--- config.mk ---
export PLATFORM = sky130hd
export DESIGN_NAME = csr_unit
export DESIGN_NICKNAME = d
export VERILOG_FILES = /design/src/common/csr_pkg.sv /design/src/common/mmu_pkg.sv /design/src/hdl/csr_file.sv /design/src/hdl/csr_timer.sv /design/src/mmu/dmw_window.sv /design/src/mmu/addr_xlate.sv /design/src/hdl/csr_unit.sv
export SDC_FILE = /design/constraint.sdc
export NUM_CORES = 1
export LEC_CHECK = 0
export ABC_CLOCK_PERIOD_IN_PS = 4500
export BUFFER_PORTS_ARGS = -buffer_cell sky130_fd_sc_hd__buf_2
export CORE_MARGIN = 1.5
export CORE_UTILIZATION = 35
export CTS_CLUSTER_DIAMETER = 200
export DETAILED_ROUTE_END_ITERATION = 12
export PLACE_DENSITY = 0.6
export SETUP_SLACK_MARGIN = 0.1
export SLEW_MARGIN = 40
export SYNTH_ARGS = -nofsm -noshare
export SYNTH_HDL_FRONTEND = slang
export SYNTH_SLANG_ARGS = --single-unit
export TNS_END_PERCENT = 1
--- constraint.sdc ---
create_clock -name clk -period 4.5 [get_ports clk]
set_input_delay 0.9 -clock clk [delete_from_list [all_inputs] [get_ports clk]]
set_output_delay 0.9 -clock clk [all_outputs]
set_load 0.1 [all_outputs]
--- src/common/csr_pkg.sv ---
package csr_pkg;

    typedef logic [13:0] csr_num_t;

    localparam csr_num_t CSR_CRMD     = 14'h000;
    localparam csr_num_t CSR_PRMD     = 14'h001;
    localparam csr_num_t CSR_ECFG     = 14'h004;
    localparam csr_num_t CSR_ESTAT    = 14'h005;
    localparam csr_num_t CSR_ERA      = 14'h006;
    localparam csr_num_t CSR_BADV     = 14'h007;
    localparam csr_num_t CSR_EENTRY   = 14'h00c;
    localparam csr_num_t CSR_SAVE0    = 14'h030;
    localparam csr_num_t CSR_SAVE1    = 14'h031;
    localparam csr_num_t CSR_SAVE2    = 14'h032;
    localparam csr_num_t CSR_SAVE3    = 14'h033;
    localparam csr_num_t CSR_TCFG     = 14'h041;
    localparam csr_num_t CSR_TVAL     = 14'h042;
    localparam csr_num_t CSR_TICLR    = 14'h044;
    localparam csr_num_t CSR_DMW_BASE = 14'h180;

    typedef logic [5:0] ecode_t;
    typedef logic [8:0] esubcode_t;

    localparam ecode_t    ECODE_INT     = 6'h00;
    localparam ecode_t    ECODE_ADE     = 6'h08;
    localparam ecode_t    ECODE_ALE     = 6'h09;
    localparam esubcode_t ESUBCODE_ADEF = 9'h000;

    // status and enable width: 2 sw, 8 hw, 1 rsvd, timer, ipi
    localparam int INT_BITS = 13;

    // writable bits per register
    localparam logic [31:0] CRMD_WMASK  = 32'h0000_01ff;
    localparam logic [31:0] PRMD_WMASK  = 32'h0000_0007;
    localparam logic [31:0] ECFG_WMASK  = 32'h0000_1bff;
    localparam logic [31:0] ESTAT_WMASK = 32'h0000_0003;

    // da set, everything else clear
    localparam logic [31:0] CRMD_RESET  = 32'h0000_0008;

    typedef struct packed {
        logic [22:0] rsvd;
        logic [1:0]  datm;
        logic [1:0]  datf;
        logic        pg;
        logic        da;
        logic        ie;
        logic [1:0]  plv;
    } crmd_t;

    typedef struct packed {
        logic [29:0] initval;
        logic        periodic;
        logic        en;
    } tcfg_t;

    typedef union packed {
        logic [31:0] raw;
        crmd_t       crmd;
        tcfg_t       tcfg;
    } csr_word_u;

    typedef struct packed {
        logic        we;
        csr_num_t    wnum;
        csr_word_u   wvalue;
        logic [31:0] wmask;
    } csr_wr_t;

    typedef struct packed {
        logic        ex;
        ecode_t      ecode;
        esubcode_t   esubcode;
        logic [31:0] pc;
        logic [31:0] vaddr;
    } exc_t;

    function automatic logic [31:0] masked_wr(logic [31:0] old, logic [31:0] value,
                                              logic [31:0] mask);
        return (old & ~mask) | (value & mask);
    endfunction

endpackage

--- src/common/mmu_pkg.sv ---
package mmu_pkg;

    localparam int DMW_COUNT = 2;

    // vseg, pseg, mat, plv3, plv0
    localparam logic [31:0] DMW_WMASK = 32'hee00_0039;

    // laid out as the DMW csr word
    typedef struct packed {
        logic [2:0]  vseg;
        logic        rsvd0;
        logic [2:0]  pseg;
        logic [18:0] rsvd1;
        logic [1:0]  mat;
        logic        plv3;
        logic [1:0]  rsvd2;
        logic        plv0;
    } dmw_t;

    typedef struct packed {
        logic       fetch_hit;
        logic       mem_hit;
        logic [2:0] pseg;
    } dmw_hit_t;

    typedef struct packed {
        logic [31:0] paddr;
        logic        miss;
    } xlate_t;

endpackage

--- src/hdl/csr_file.sv ---
`timescale 1ns/1ps

module csr_file (
    input  logic                                      clk,
    input  logic                                      reset,
    input  csr_pkg::csr_wr_t                          csr_wr,
    input  csr_pkg::csr_num_t                         csr_rnum,
    output csr_pkg::csr_word_u                        csr_rvalue,
    input  csr_pkg::exc_t                             exc,
    input  logic                                      ertn,
    input  logic [7:0]                                hw_int,
    input  logic                                      ipi_int,
    input  csr_pkg::tcfg_t                            tcfg,
    input  logic [31:0]                               tval,
    input  logic                                      ti,
    input  mmu_pkg::dmw_t [mmu_pkg::DMW_COUNT-1:0]    dmw,
    output csr_pkg::crmd_t                            crmd,
    output logic [31:0]                               ex_entry,
    output logic [31:0]                               ex_ra,
    output logic                                      has_int
);

    logic [1:0]                     prmd_pplv;
    logic                           prmd_pie;
    logic [csr_pkg::INT_BITS-1:0]   ecfg_lie;
    logic [1:0]                     is_sw;
    logic [7:0]                     is_hw;
    logic                           is_ipi;
    logic [csr_pkg::INT_BITS-1:0]   estat_is;
    csr_pkg::ecode_t                estat_ecode;
    csr_pkg::esubcode_t             estat_esubcode;
    logic [31:0]                    era;
    logic [31:0]                    badv;
    logic [25:0]                    eentry_va;
    logic [31:0]                    save [4];

    csr_pkg::csr_word_u             crmd_wr;
    logic [31:0]                    prmd_wr;
    logic [31:0]                    ecfg_wr;
    logic [31:0]                    estat_wr;
    logic [31:0]                    eentry_wr;
    logic                           ex_addr_err;

    function automatic logic wr_sel(csr_pkg::csr_num_t num);
        return csr_wr.we && (csr_wr.wnum == num);
    endfunction

    assign crmd_wr.raw = csr_pkg::masked_wr(crmd, csr_wr.wvalue.raw,
                                            csr_wr.wmask & csr_pkg::CRMD_WMASK);
    assign prmd_wr     = csr_pkg::masked_wr({29'b0, prmd_pie, prmd_pplv}, csr_wr.wvalue.raw,
                                            csr_wr.wmask & csr_pkg::PRMD_WMASK);
    assign ecfg_wr     = csr_pkg::masked_wr({19'b0, ecfg_lie}, csr_wr.wvalue.raw,
                                            csr_wr.wmask & csr_pkg::ECFG_WMASK);
    assign estat_wr    = csr_pkg::masked_wr({30'b0, is_sw}, csr_wr.wvalue.raw,
                                            csr_wr.wmask & csr_pkg::ESTAT_WMASK);
    assign eentry_wr   = csr_pkg::masked_wr({eentry_va, 6'b0}, csr_wr.wvalue.raw,
                                            csr_wr.wmask);

    // exception entry wins over ertn and csr writes
    always_ff @(posedge clk) begin
        if (reset) begin
            crmd <= csr_pkg::crmd_t'(csr_pkg::CRMD_RESET);
        end else if (exc.ex) begin
            crmd.plv <= 2'd0;
            crmd.ie  <= 1'b0;
        end else if (ertn) begin
            crmd.plv <= prmd_pplv;
            crmd.ie  <= prmd_pie;
        end else if (wr_sel(csr_pkg::CSR_CRMD)) begin
            crmd <= crmd_wr.crmd;
        end
    end

    always_ff @(posedge clk) begin
        if (exc.ex) begin
            prmd_pplv <= crmd.plv;
            prmd_pie  <= crmd.ie;
        end else if (wr_sel(csr_pkg::CSR_PRMD)) begin
            prmd_pplv <= prmd_wr[1:0];
            prmd_pie  <= prmd_wr[2];
        end
    end

    always_ff @(posedge clk) begin
        if (reset) begin
            ecfg_lie <= '0;
            is_sw    <= 2'b0;
            is_hw    <= 8'b0;
            is_ipi   <= 1'b0;
        end else begin
            if (wr_sel(csr_pkg::CSR_ECFG)) begin
                ecfg_lie <= ecfg_wr[csr_pkg::INT_BITS-1:0];
            end
            if (wr_sel(csr_pkg::CSR_ESTAT)) begin
                is_sw <= estat_wr[1:0];
            end
            is_hw  <= hw_int;
            is_ipi <= ipi_int;
        end
    end

    // timer bit comes straight from the timer, bit 10 reserved
    assign estat_is = {is_ipi, ti, 1'b0, is_hw, is_sw};

    assign ex_addr_err = (exc.ecode == csr_pkg::ECODE_ADE) || (exc.ecode == csr_pkg::ECODE_ALE);

    always_ff @(posedge clk) begin
        if (exc.ex) begin
            estat_ecode    <= exc.ecode;
            estat_esubcode <= exc.esubcode;
            era            <= exc.pc;
        end else if (wr_sel(csr_pkg::CSR_ERA)) begin
            era <= csr_pkg::masked_wr(era, csr_wr.wvalue.raw, csr_wr.wmask);
        end

        if (exc.ex && ex_addr_err) begin
            // fetch faults have no data address
            if (exc.ecode == csr_pkg::ECODE_ADE && exc.esubcode == csr_pkg::ESUBCODE_ADEF) begin
                badv <= exc.pc;
            end else begin
                badv <= exc.vaddr;
            end
        end else if (wr_sel(csr_pkg::CSR_BADV)) begin
            badv <= csr_pkg::masked_wr(badv, csr_wr.wvalue.raw, csr_wr.wmask);
        end

        if (wr_sel(csr_pkg::CSR_EENTRY)) begin
            eentry_va <= eentry_wr[31:6];
        end

        for (int i = 0; i < 4; i++) begin
            if (wr_sel(csr_pkg::csr_num_t'(csr_pkg::CSR_SAVE0 + i))) begin
                save[i] <= csr_pkg::masked_wr(save[i], csr_wr.wvalue.raw, csr_wr.wmask);
            end
        end
    end

    always_comb begin
        csr_rvalue.raw = 32'b0;
        case (csr_rnum)
            csr_pkg::CSR_CRMD:   csr_rvalue.crmd = crmd;
            csr_pkg::CSR_PRMD:   csr_rvalue.raw = {29'b0, prmd_pie, prmd_pplv};
            csr_pkg::CSR_ECFG:   csr_rvalue.raw = {19'b0, ecfg_lie};
            csr_pkg::CSR_ESTAT:  csr_rvalue.raw = {1'b0, estat_esubcode, estat_ecode, 3'b0, estat_is};
            csr_pkg::CSR_ERA:    csr_rvalue.raw = era;
            csr_pkg::CSR_BADV:   csr_rvalue.raw = badv;
            csr_pkg::CSR_EENTRY: csr_rvalue.raw = {eentry_va, 6'b0};
            csr_pkg::CSR_SAVE0:  csr_rvalue.raw = save[0];
            csr_pkg::CSR_SAVE1:  csr_rvalue.raw = save[1];
            csr_pkg::CSR_SAVE2:  csr_rvalue.raw = save[2];
            csr_pkg::CSR_SAVE3:  csr_rvalue.raw = save[3];
            csr_pkg::CSR_TCFG:   csr_rvalue.tcfg = tcfg;
            csr_pkg::CSR_TVAL:   csr_rvalue.raw = tval;
            csr_pkg::CSR_TICLR:  csr_rvalue.raw = 32'b0;
            default: begin
                for (int k = 0; k < mmu_pkg::DMW_COUNT; k++) begin
                    if (csr_rnum == csr_pkg::csr_num_t'(csr_pkg::CSR_DMW_BASE + k)) begin
                        csr_rvalue.raw = dmw[k];
                    end
                end
            end
        endcase
    end

    assign ex_entry = {eentry_va, 6'b0};
    assign ex_ra    = era;
    assign has_int  = (|(estat_is[11:0] & ecfg_lie[11:0])) && crmd.ie;

    // writeback never flags an exception and ertn in the same cycle
    assert property (@(posedge clk) disable iff (reset) !(exc.ex && ertn));

endmodule

--- src/hdl/csr_timer.sv ---
`timescale 1ns/1ps

module csr_timer (
    input  logic              clk,
    input  logic              reset,
    input  csr_pkg::csr_wr_t  csr_wr,
    output csr_pkg::tcfg_t    tcfg,
    output logic [31:0]       tval,
    output logic              ti
);

    csr_pkg::csr_word_u tcfg_next;
    logic               tcfg_we;
    logic               ticlr_we;
    logic               load;
    logic [31:0]        cnt;

    assign tcfg_we  = csr_wr.we && (csr_wr.wnum == csr_pkg::CSR_TCFG);
    assign ticlr_we = csr_wr.we && (csr_wr.wnum == csr_pkg::CSR_TICLR)
                      && csr_wr.wmask[0] && csr_wr.wvalue.raw[0];

    // value tcfg takes after this write
    assign tcfg_next.raw = csr_pkg::masked_wr(tcfg, csr_wr.wvalue.raw, csr_wr.wmask);
    assign load          = tcfg_we && tcfg_next.tcfg.en;

    always_ff @(posedge clk) begin
        if (reset) begin
            tcfg <= '0;
        end else if (tcfg_we) begin
            tcfg <= tcfg_next.tcfg;
        end
    end

    // all ones means stopped
    always_ff @(posedge clk) begin
        if (reset) begin
            cnt <= '1;
        end else if (load) begin
            cnt <= {tcfg_next.tcfg.initval, 2'b0};
        end else if (tcfg.en && cnt != '1) begin
            if (cnt == 32'b0 && tcfg.periodic) begin
                cnt <= {tcfg.initval, 2'b0};
            end else begin
                cnt <= cnt - 32'd1;
            end
        end
    end

    always_ff @(posedge clk) begin
        if (reset) begin
            ti <= 1'b0;
        end else if (tcfg.en && cnt == 32'b0) begin
            ti <= 1'b1;
        end else if (ticlr_we) begin
            ti <= 1'b0;
        end
    end

    assign tval = cnt;

    // a disabled timer holds its count until reloaded
    assert property (@(posedge clk) disable iff (reset)
        (!tcfg.en && !load) |=> $stable(cnt));

endmodule

--- src/mmu/dmw_window.sv ---
`timescale 1ns/1ps

module dmw_window #(
    parameter int WIN_INDEX = 0
) (
    input  logic               clk,
    input  logic               reset,
    input  csr_pkg::csr_wr_t   csr_wr,
    input  csr_pkg::crmd_t     crmd,
    input  logic [31:0]        fetch_vaddr,
    input  logic [31:0]        mem_vaddr,
    output mmu_pkg::dmw_t      dmw,
    output mmu_pkg::dmw_hit_t  hit
);

    logic sel;
    logic plv_ok;

    assign sel = csr_wr.we
                 && (csr_wr.wnum == csr_pkg::csr_num_t'(csr_pkg::CSR_DMW_BASE + WIN_INDEX));

    always_ff @(posedge clk) begin
        if (reset) begin
            dmw <= '0;
        end else if (sel) begin
            dmw <= csr_pkg::masked_wr(dmw, csr_wr.wvalue.raw,
                                      csr_wr.wmask & mmu_pkg::DMW_WMASK);
        end
    end

    // only levels 0 and 3 can be enabled
    assign plv_ok = (dmw.plv0 && crmd.plv == 2'd0) || (dmw.plv3 && crmd.plv == 2'd3);

    assign hit.fetch_hit = plv_ok && (fetch_vaddr[31:29] == dmw.vseg);
    assign hit.mem_hit   = plv_ok && (mem_vaddr[31:29] == dmw.vseg);
    assign hit.pseg      = dmw.pseg;

endmodule

--- src/mmu/addr_xlate.sv ---
`timescale 1ns/1ps

module addr_xlate (
    input  csr_pkg::crmd_t                                crmd,
    input  mmu_pkg::dmw_hit_t [mmu_pkg::DMW_COUNT-1:0]    hits,
    input  logic [31:0]                                   fetch_vaddr,
    input  logic [31:0]                                   mem_vaddr,
    output mmu_pkg::xlate_t                               fetch_xlate,
    output mmu_pkg::xlate_t                               mem_xlate
);

    logic                                  da_mode;
    logic                                  pg_mode;
    logic [mmu_pkg::DMW_COUNT-1:0]         fetch_hits;
    logic [mmu_pkg::DMW_COUNT-1:0]         mem_hits;
    logic [mmu_pkg::DMW_COUNT-1:0][2:0]    segs;

    function automatic mmu_pkg::xlate_t translate(
        logic [31:0]                          vaddr,
        logic [mmu_pkg::DMW_COUNT-1:0]        hit_vec,
        logic [mmu_pkg::DMW_COUNT-1:0][2:0]   seg_vec,
        logic                                 da,
        logic                                 pg
    );
        mmu_pkg::xlate_t res;
        res = '0;
        if (da) begin
            res.paddr = vaddr;
        end else if (pg) begin
            res.miss = ~|hit_vec;
            // walk down so the lowest window ends up winning
            for (int i = mmu_pkg::DMW_COUNT - 1; i >= 0; i--) begin
                if (hit_vec[i]) begin
                    res.paddr = {seg_vec[i], vaddr[28:0]};
                end
            end
        end
        return res;
    endfunction

    assign da_mode = crmd.da && !crmd.pg;
    assign pg_mode = !crmd.da && crmd.pg;

    always_comb begin
        for (int i = 0; i < mmu_pkg::DMW_COUNT; i++) begin
            fetch_hits[i] = hits[i].fetch_hit;
            mem_hits[i]   = hits[i].mem_hit;
            segs[i]       = hits[i].pseg;
        end
    end

    always_comb begin
        fetch_xlate = translate(fetch_vaddr, fetch_hits, segs, da_mode, pg_mode);
        mem_xlate   = translate(mem_vaddr, mem_hits, segs, da_mode, pg_mode);
    end

endmodule

--- src/hdl/csr_unit.sv ---
`timescale 1ns/1ps

module csr_unit (
    input  logic                clk,
    input  logic                reset,
    input  csr_pkg::csr_wr_t    csr_wr,
    input  csr_pkg::csr_num_t   csr_rnum,
    output csr_pkg::csr_word_u  csr_rvalue,
    input  csr_pkg::exc_t       exc,
    input  logic                ertn,
    input  logic [7:0]          hw_int,
    input  logic                ipi_int,
    output logic [31:0]         ex_entry,
    output logic [31:0]         ex_ra,
    output logic                has_int,
    input  logic [31:0]         fetch_vaddr,
    input  logic [31:0]         mem_vaddr,
    output mmu_pkg::xlate_t     fetch_xlate,
    output mmu_pkg::xlate_t     mem_xlate
);

    csr_pkg::crmd_t                                crmd;
    csr_pkg::tcfg_t                                tcfg;
    logic [31:0]                                   tval;
    logic                                          ti;
    mmu_pkg::dmw_t     [mmu_pkg::DMW_COUNT-1:0]    dmw;
    mmu_pkg::dmw_hit_t [mmu_pkg::DMW_COUNT-1:0]    hits;

    csr_file i_csr_file (
        .clk        (clk),
        .reset      (reset),
        .csr_wr     (csr_wr),
        .csr_rnum   (csr_rnum),
        .csr_rvalue (csr_rvalue),
        .exc        (exc),
        .ertn       (ertn),
        .hw_int     (hw_int),
        .ipi_int    (ipi_int),
        .tcfg       (tcfg),
        .tval       (tval),
        .ti         (ti),
        .dmw        (dmw),
        .crmd       (crmd),
        .ex_entry   (ex_entry),
        .ex_ra      (ex_ra),
        .has_int    (has_int)
    );

    csr_timer i_csr_timer (
        .clk    (clk),
        .reset  (reset),
        .csr_wr (csr_wr),
        .tcfg   (tcfg),
        .tval   (tval),
        .ti     (ti)
    );

    for (genvar w = 0; w < mmu_pkg::DMW_COUNT; w++) begin : g_dmw
        dmw_window #(
            .WIN_INDEX (w)
        ) i_dmw_window (
            .clk         (clk),
            .reset       (reset),
            .csr_wr      (csr_wr),
            .crmd        (crmd),
            .fetch_vaddr (fetch_vaddr),
            .mem_vaddr   (mem_vaddr),
            .dmw         (dmw[w]),
            .hit         (hits[w])
        );
    end

    addr_xlate i_addr_xlate (
        .crmd        (crmd),
        .hits        (hits),
        .fetch_vaddr (fetch_vaddr),
        .mem_vaddr   (mem_vaddr),
        .fetch_xlate (fetch_xlate),
        .mem_xlate   (mem_xlate)
    );

endmodule

==> reports/results.txt <==
The cell type contributing the most total cell area after synthesis was edfxtp_1. IR analysis of the VDD net gives a maximum drop of 0.231 mV. The adder and majority gate portion of the synthesized area was 0.129%. The clock latency on the worst-skew pair is 0.60 ns, and the met3 layer wire length in the routed design is 7.38 mm.

The type of element capturing the critical path is a primary output. In the synthesized netlist the async set-or-reset flop fraction comes to 0%. For the final database, setup skew stands at 0.0339 ns. Summing every instance area after synthesis gives 19300 µm². The first global-routing pass estimated 114 mm of wire. The signal on the critical path passes through buf_2 -> or4_1 -> or3_4 -> or2_2 -> nor2_2 -> buf_4 -> a222oi_1 -> o2111ai_1 -> buf_12.

After technology mapping, the gate count stands at 2003. At the placement stage, the worst setup path has a slack of 0.0292 ns. Of the total synthesized cell area, the portion taken by AND, OR, NAND and NOR gates is 22.1%. Registers are responsible for 44.5% of the overall power. Once the floorplan was initialized, standard cells occupied 35.7% of the core. Clock tree synthesis found a total of 353 sinks. In the final routing, the length of wire on met1 measures 33.1 mm. Summing the areas of all compound-gate instances in the mapped netlist gives 16.1% of the synthesized area. For this design the top-level I/O count stands at 412. The synthesized netlist contains 79 unique library cells. The post-route netlist has 25.6% of its cells at a drive strength greater than 1. Placer's final routability congestion estimate: 0.945. For this design the ratio of total power to cell area is 324 nW/µm².

The xor/xnor share of the synthesized area works out to 0.951%. The switching part of the total power is 28.3%, and the net switching power figure is 2.26 mW. The most used flip-flop cell after synthesis is edfxtp_1. In this run, placement finished with an instance count of 3012. The logs give 0.128 ns for the final critical-path setup slack and 35.5 mm for the sum of met2 wire segment lengths after detailed routing. After synthesis, the largest family of logic cells by area is simple AND/OR/NAND/NOR gates. The filler-free cell count of the finished design is 3091, and the final count of hold timing violations is 0. After the last flow step, the layout net total stands at 2611. The count of max-cap constraint violations is 0, and the delay of the slowest cell on the worst path is 0.56 ns. Summed over all cells, the static leakage comes to 9.92 nW.

For this run, the detailed router's first-pass iteration total came to 8. No sink is reached through more buffers than the 3 on the longest clock path. The number of antenna violations at the first check in global routing was 10. The share of synthesized area spent on multiplexers was 7.82%; the arrival time of data at the critical path endpoint was 3.47 ns. TritonCTS built the clock tree.

The area after detailed placement is 23200 µm². Dividing the detail-routed via count by the number of cells gives 5.82. Number of violations reported at the end of detailed-routing iteration 0: 2249. The area growth from synthesis to layout is 27.4%. At the pin with the least slew margin, the transition time is 0.953 ns. In this run, CTS created clock tree buffers numbering 41. The count of buffers added on input and output ports is 405.

The total routed wirelength was 78.4 mm; the maximum fanout along the worst path was 16. Ranked by total cell area, the synthesized netlist is headed by edfxtp_1 (37%), dfxtp_1 (12%), mux2i_1 (6.4%), and2_1 (6.0%), nand2_1 (4.9%). The H-tree generated during clock tree synthesis spans 2 levels. The floorplan has 85 rows. The worst pin sits at a relative slew slack of 35.9%. The internal power of the cells totals 5.72 mW. Height of the die: 238 µm. The number of slew-limit violations in the final report was 0.

The largest net degree at the start of global routing was 70; the area of the core was 54200 µm². The tools report the combined global-route utilization of all metal layers as 26.8%. For the die area, the log shows 56700 µm². Maximum clock frequency: 229 MHz. The via count of the first global-routing pass came out at 17500.

Setup repair after global routing could not meet its margin everywhere. The worst setup path is launched from an input pin. For flop-to-flop paths, the worst setup slack is 0.78 ns. The number of warnings issued by yosys came out at 0. The overflow left after global routing is 0, and the minimum period implied by the final worst setup slack is 4.37 ns. The routed layout has 18000 vias. The tools report the required time at the worst-slack endpoint as 3.60 ns.

Clock-pin slew was measured on the worst setup and hold paths at 0.06 ns. In the finished design, the share of the clock period the worst path needs comes to 97.1%. Of the total power, the clock network draws 41.9%. The setup violation total in the final timing report is 0. The tree is rooted in a clkbuf_16.

Cell type of the slowest stage on the worst timing path: or4_1. The library cells used most frequently in the layout, excluding fill and tap cells, are buf_2 (342), nand2_1 (253), edfxtp_1 (236). The run gives 0 as the number of nets with antenna violations after routing. Measured along the x axis, the die boundary spans 238 µm.

The final instance area was 24600 µm². Flip-flop and latch count after synthesis: 353. Final routed wire length divided by cell count: 25.4 µm. The kind of critical path was in -> out. The share of total power dissipated in combinational logic is 13.6%. In the routed design, unresolved DRC markers number 0. Path class of the lowest-slack min-delay path: reg -> reg.

For the hold buffer count at cts, the log shows 0. The final HPWL from detailed placement came out at 57.4 mm. In this run the top signal layer used is met5. Synthesized area per cell: 9.66 µm². The run finished with clean final reports. Of the post-synthesis cell area, the dominant cell type holds 36.6%. The number of enable-type register cells in the synthesized netlist was 236; the end-of-flow core utilization was 45.4%. Leaving out fill and tap cells, the most frequent cell in the layout is buf_2. The tools report the sequential-to-total area share from yosys stat as 48.8%.
## power groups by stage
stage / clock network, mW / logic, mW / registers (mW)
global route: 3.51 / 1.13 / 3.55
CTS: 3.39 / 1.08 / 3.55
global placement: 0 / 1.06 / 3.62
detailed placement: 0 / 1.08 / 3.62
floorplan: 0 / 0.482 / 3.79
finish: 3.34 / 1.09 / 3.55
## per-stage QoR
step	TNS, ns	total power [mW]	hold WS, ns
after floorplan	-8.45	4.27	0.436
final	0	7.98	0.465
after detailed placement	0	4.69	0.450
after global routing	0	8.19	0.486
after global placement	0	4.68	0.445
after CTS	0	8.02	0.458
## layout make-up
class	count	area (µm²)
fillers	5114	29600
multi-input cells	1454	9240
inverters	25	93.8
well taps	696	871
diodes	3	7.51
repair buffers	485	3650
clock inverters	20	184
flip-flops and latches	353	9430
clock buffers	55	1160
## logic make-up (layout without fill, tap and decap cells)
logic type / Yosys count / after routing
buffers and inverters: 201 / 585
flip-flops: 353 / 353
XOR/XNOR: 21 / 21
AO/OA/AOI/OAI: 436 / 436
multiplexers: 145 / 145
other: 1 / 9
AND/OR/NAND/NOR: 844 / 844
adder cells (fa/ha/maj): 2 / 2
## cells in the mapped netlist, types with 7 or more instances
| cell | instances |
|---|---|
| nand2b_1 | 20 |
| a222oi_1 | 35 |
| a2bb2oi_1 | 9 |
| buf_1 | 9 |
| dfxtp_1 | 117 |
| nor2b_1 | 47 |
| inv_1 | 25 |
| edfxtp_1 | 236 |
| or3_1 | 12 |
| and3_1 | 8 |
| xnor2_1 | 12 |
| nand3_1 | 66 |
| clkbuf_1 | 155 |
| o211ai_1 | 9 |
| o22ai_1 | 8 |
| nand2_1 | 254 |
| o21bai_1 | 7 |
| a21oi_1 | 42 |
| nor3_1 | 23 |
| mux2_2 | 19 |
| a221o_1 | 12 |
| a22oi_1 | 59 |
| and2_1 | 185 |
| a31oi_1 | 8 |
| nor2_1 | 146 |
| a22o_1 | 17 |
| a221oi_1 | 13 |
| o21ai_0 | 110 |
| nand4_1 | 14 |
| mux2i_1 | 123 |
| a21o_1 | 42 |
| xor2_1 | 9 |
| nor4_1 | 21 |
| or4_1 | 14 |
## critical path: cells and delay by family
family / cells / cell delay [ns]
compound gates: 2 / 0.38
buf+inv: 3 / 0.67
simple gates: 4 / 1.50
## what timing repair did
| item | 4_1_cts | 5_1_grt |
|---|---|---|
| resized for setup | 2 | 1 |
| setup endpoints to repair | 8 | 2 |
| pin swaps | 0 | 0 |
| setup buffers | 0 | 0 |
## final timing paths
path / startpoint / endpoint / cells past startpoint
setup / recovery: csr_rnum[10] / csr_rvalue[8] / 9
hold / removal: flop / flop / 2
setup reg to reg: i_csr_timer.tval[0] / i_csr_timer.tval[12] / 8
hold reg to reg: flop / flop / 2
## routing by layer
layer / vias to the layer above / global-route usage (%)
met4: 14 / 8.19
met5: - / 0
met3: 141 / 6.40
met2: 888 / 41.8
met1: 8905 / 36.8
li1: 8044 / -
Power figures use the tool's default switching activity.
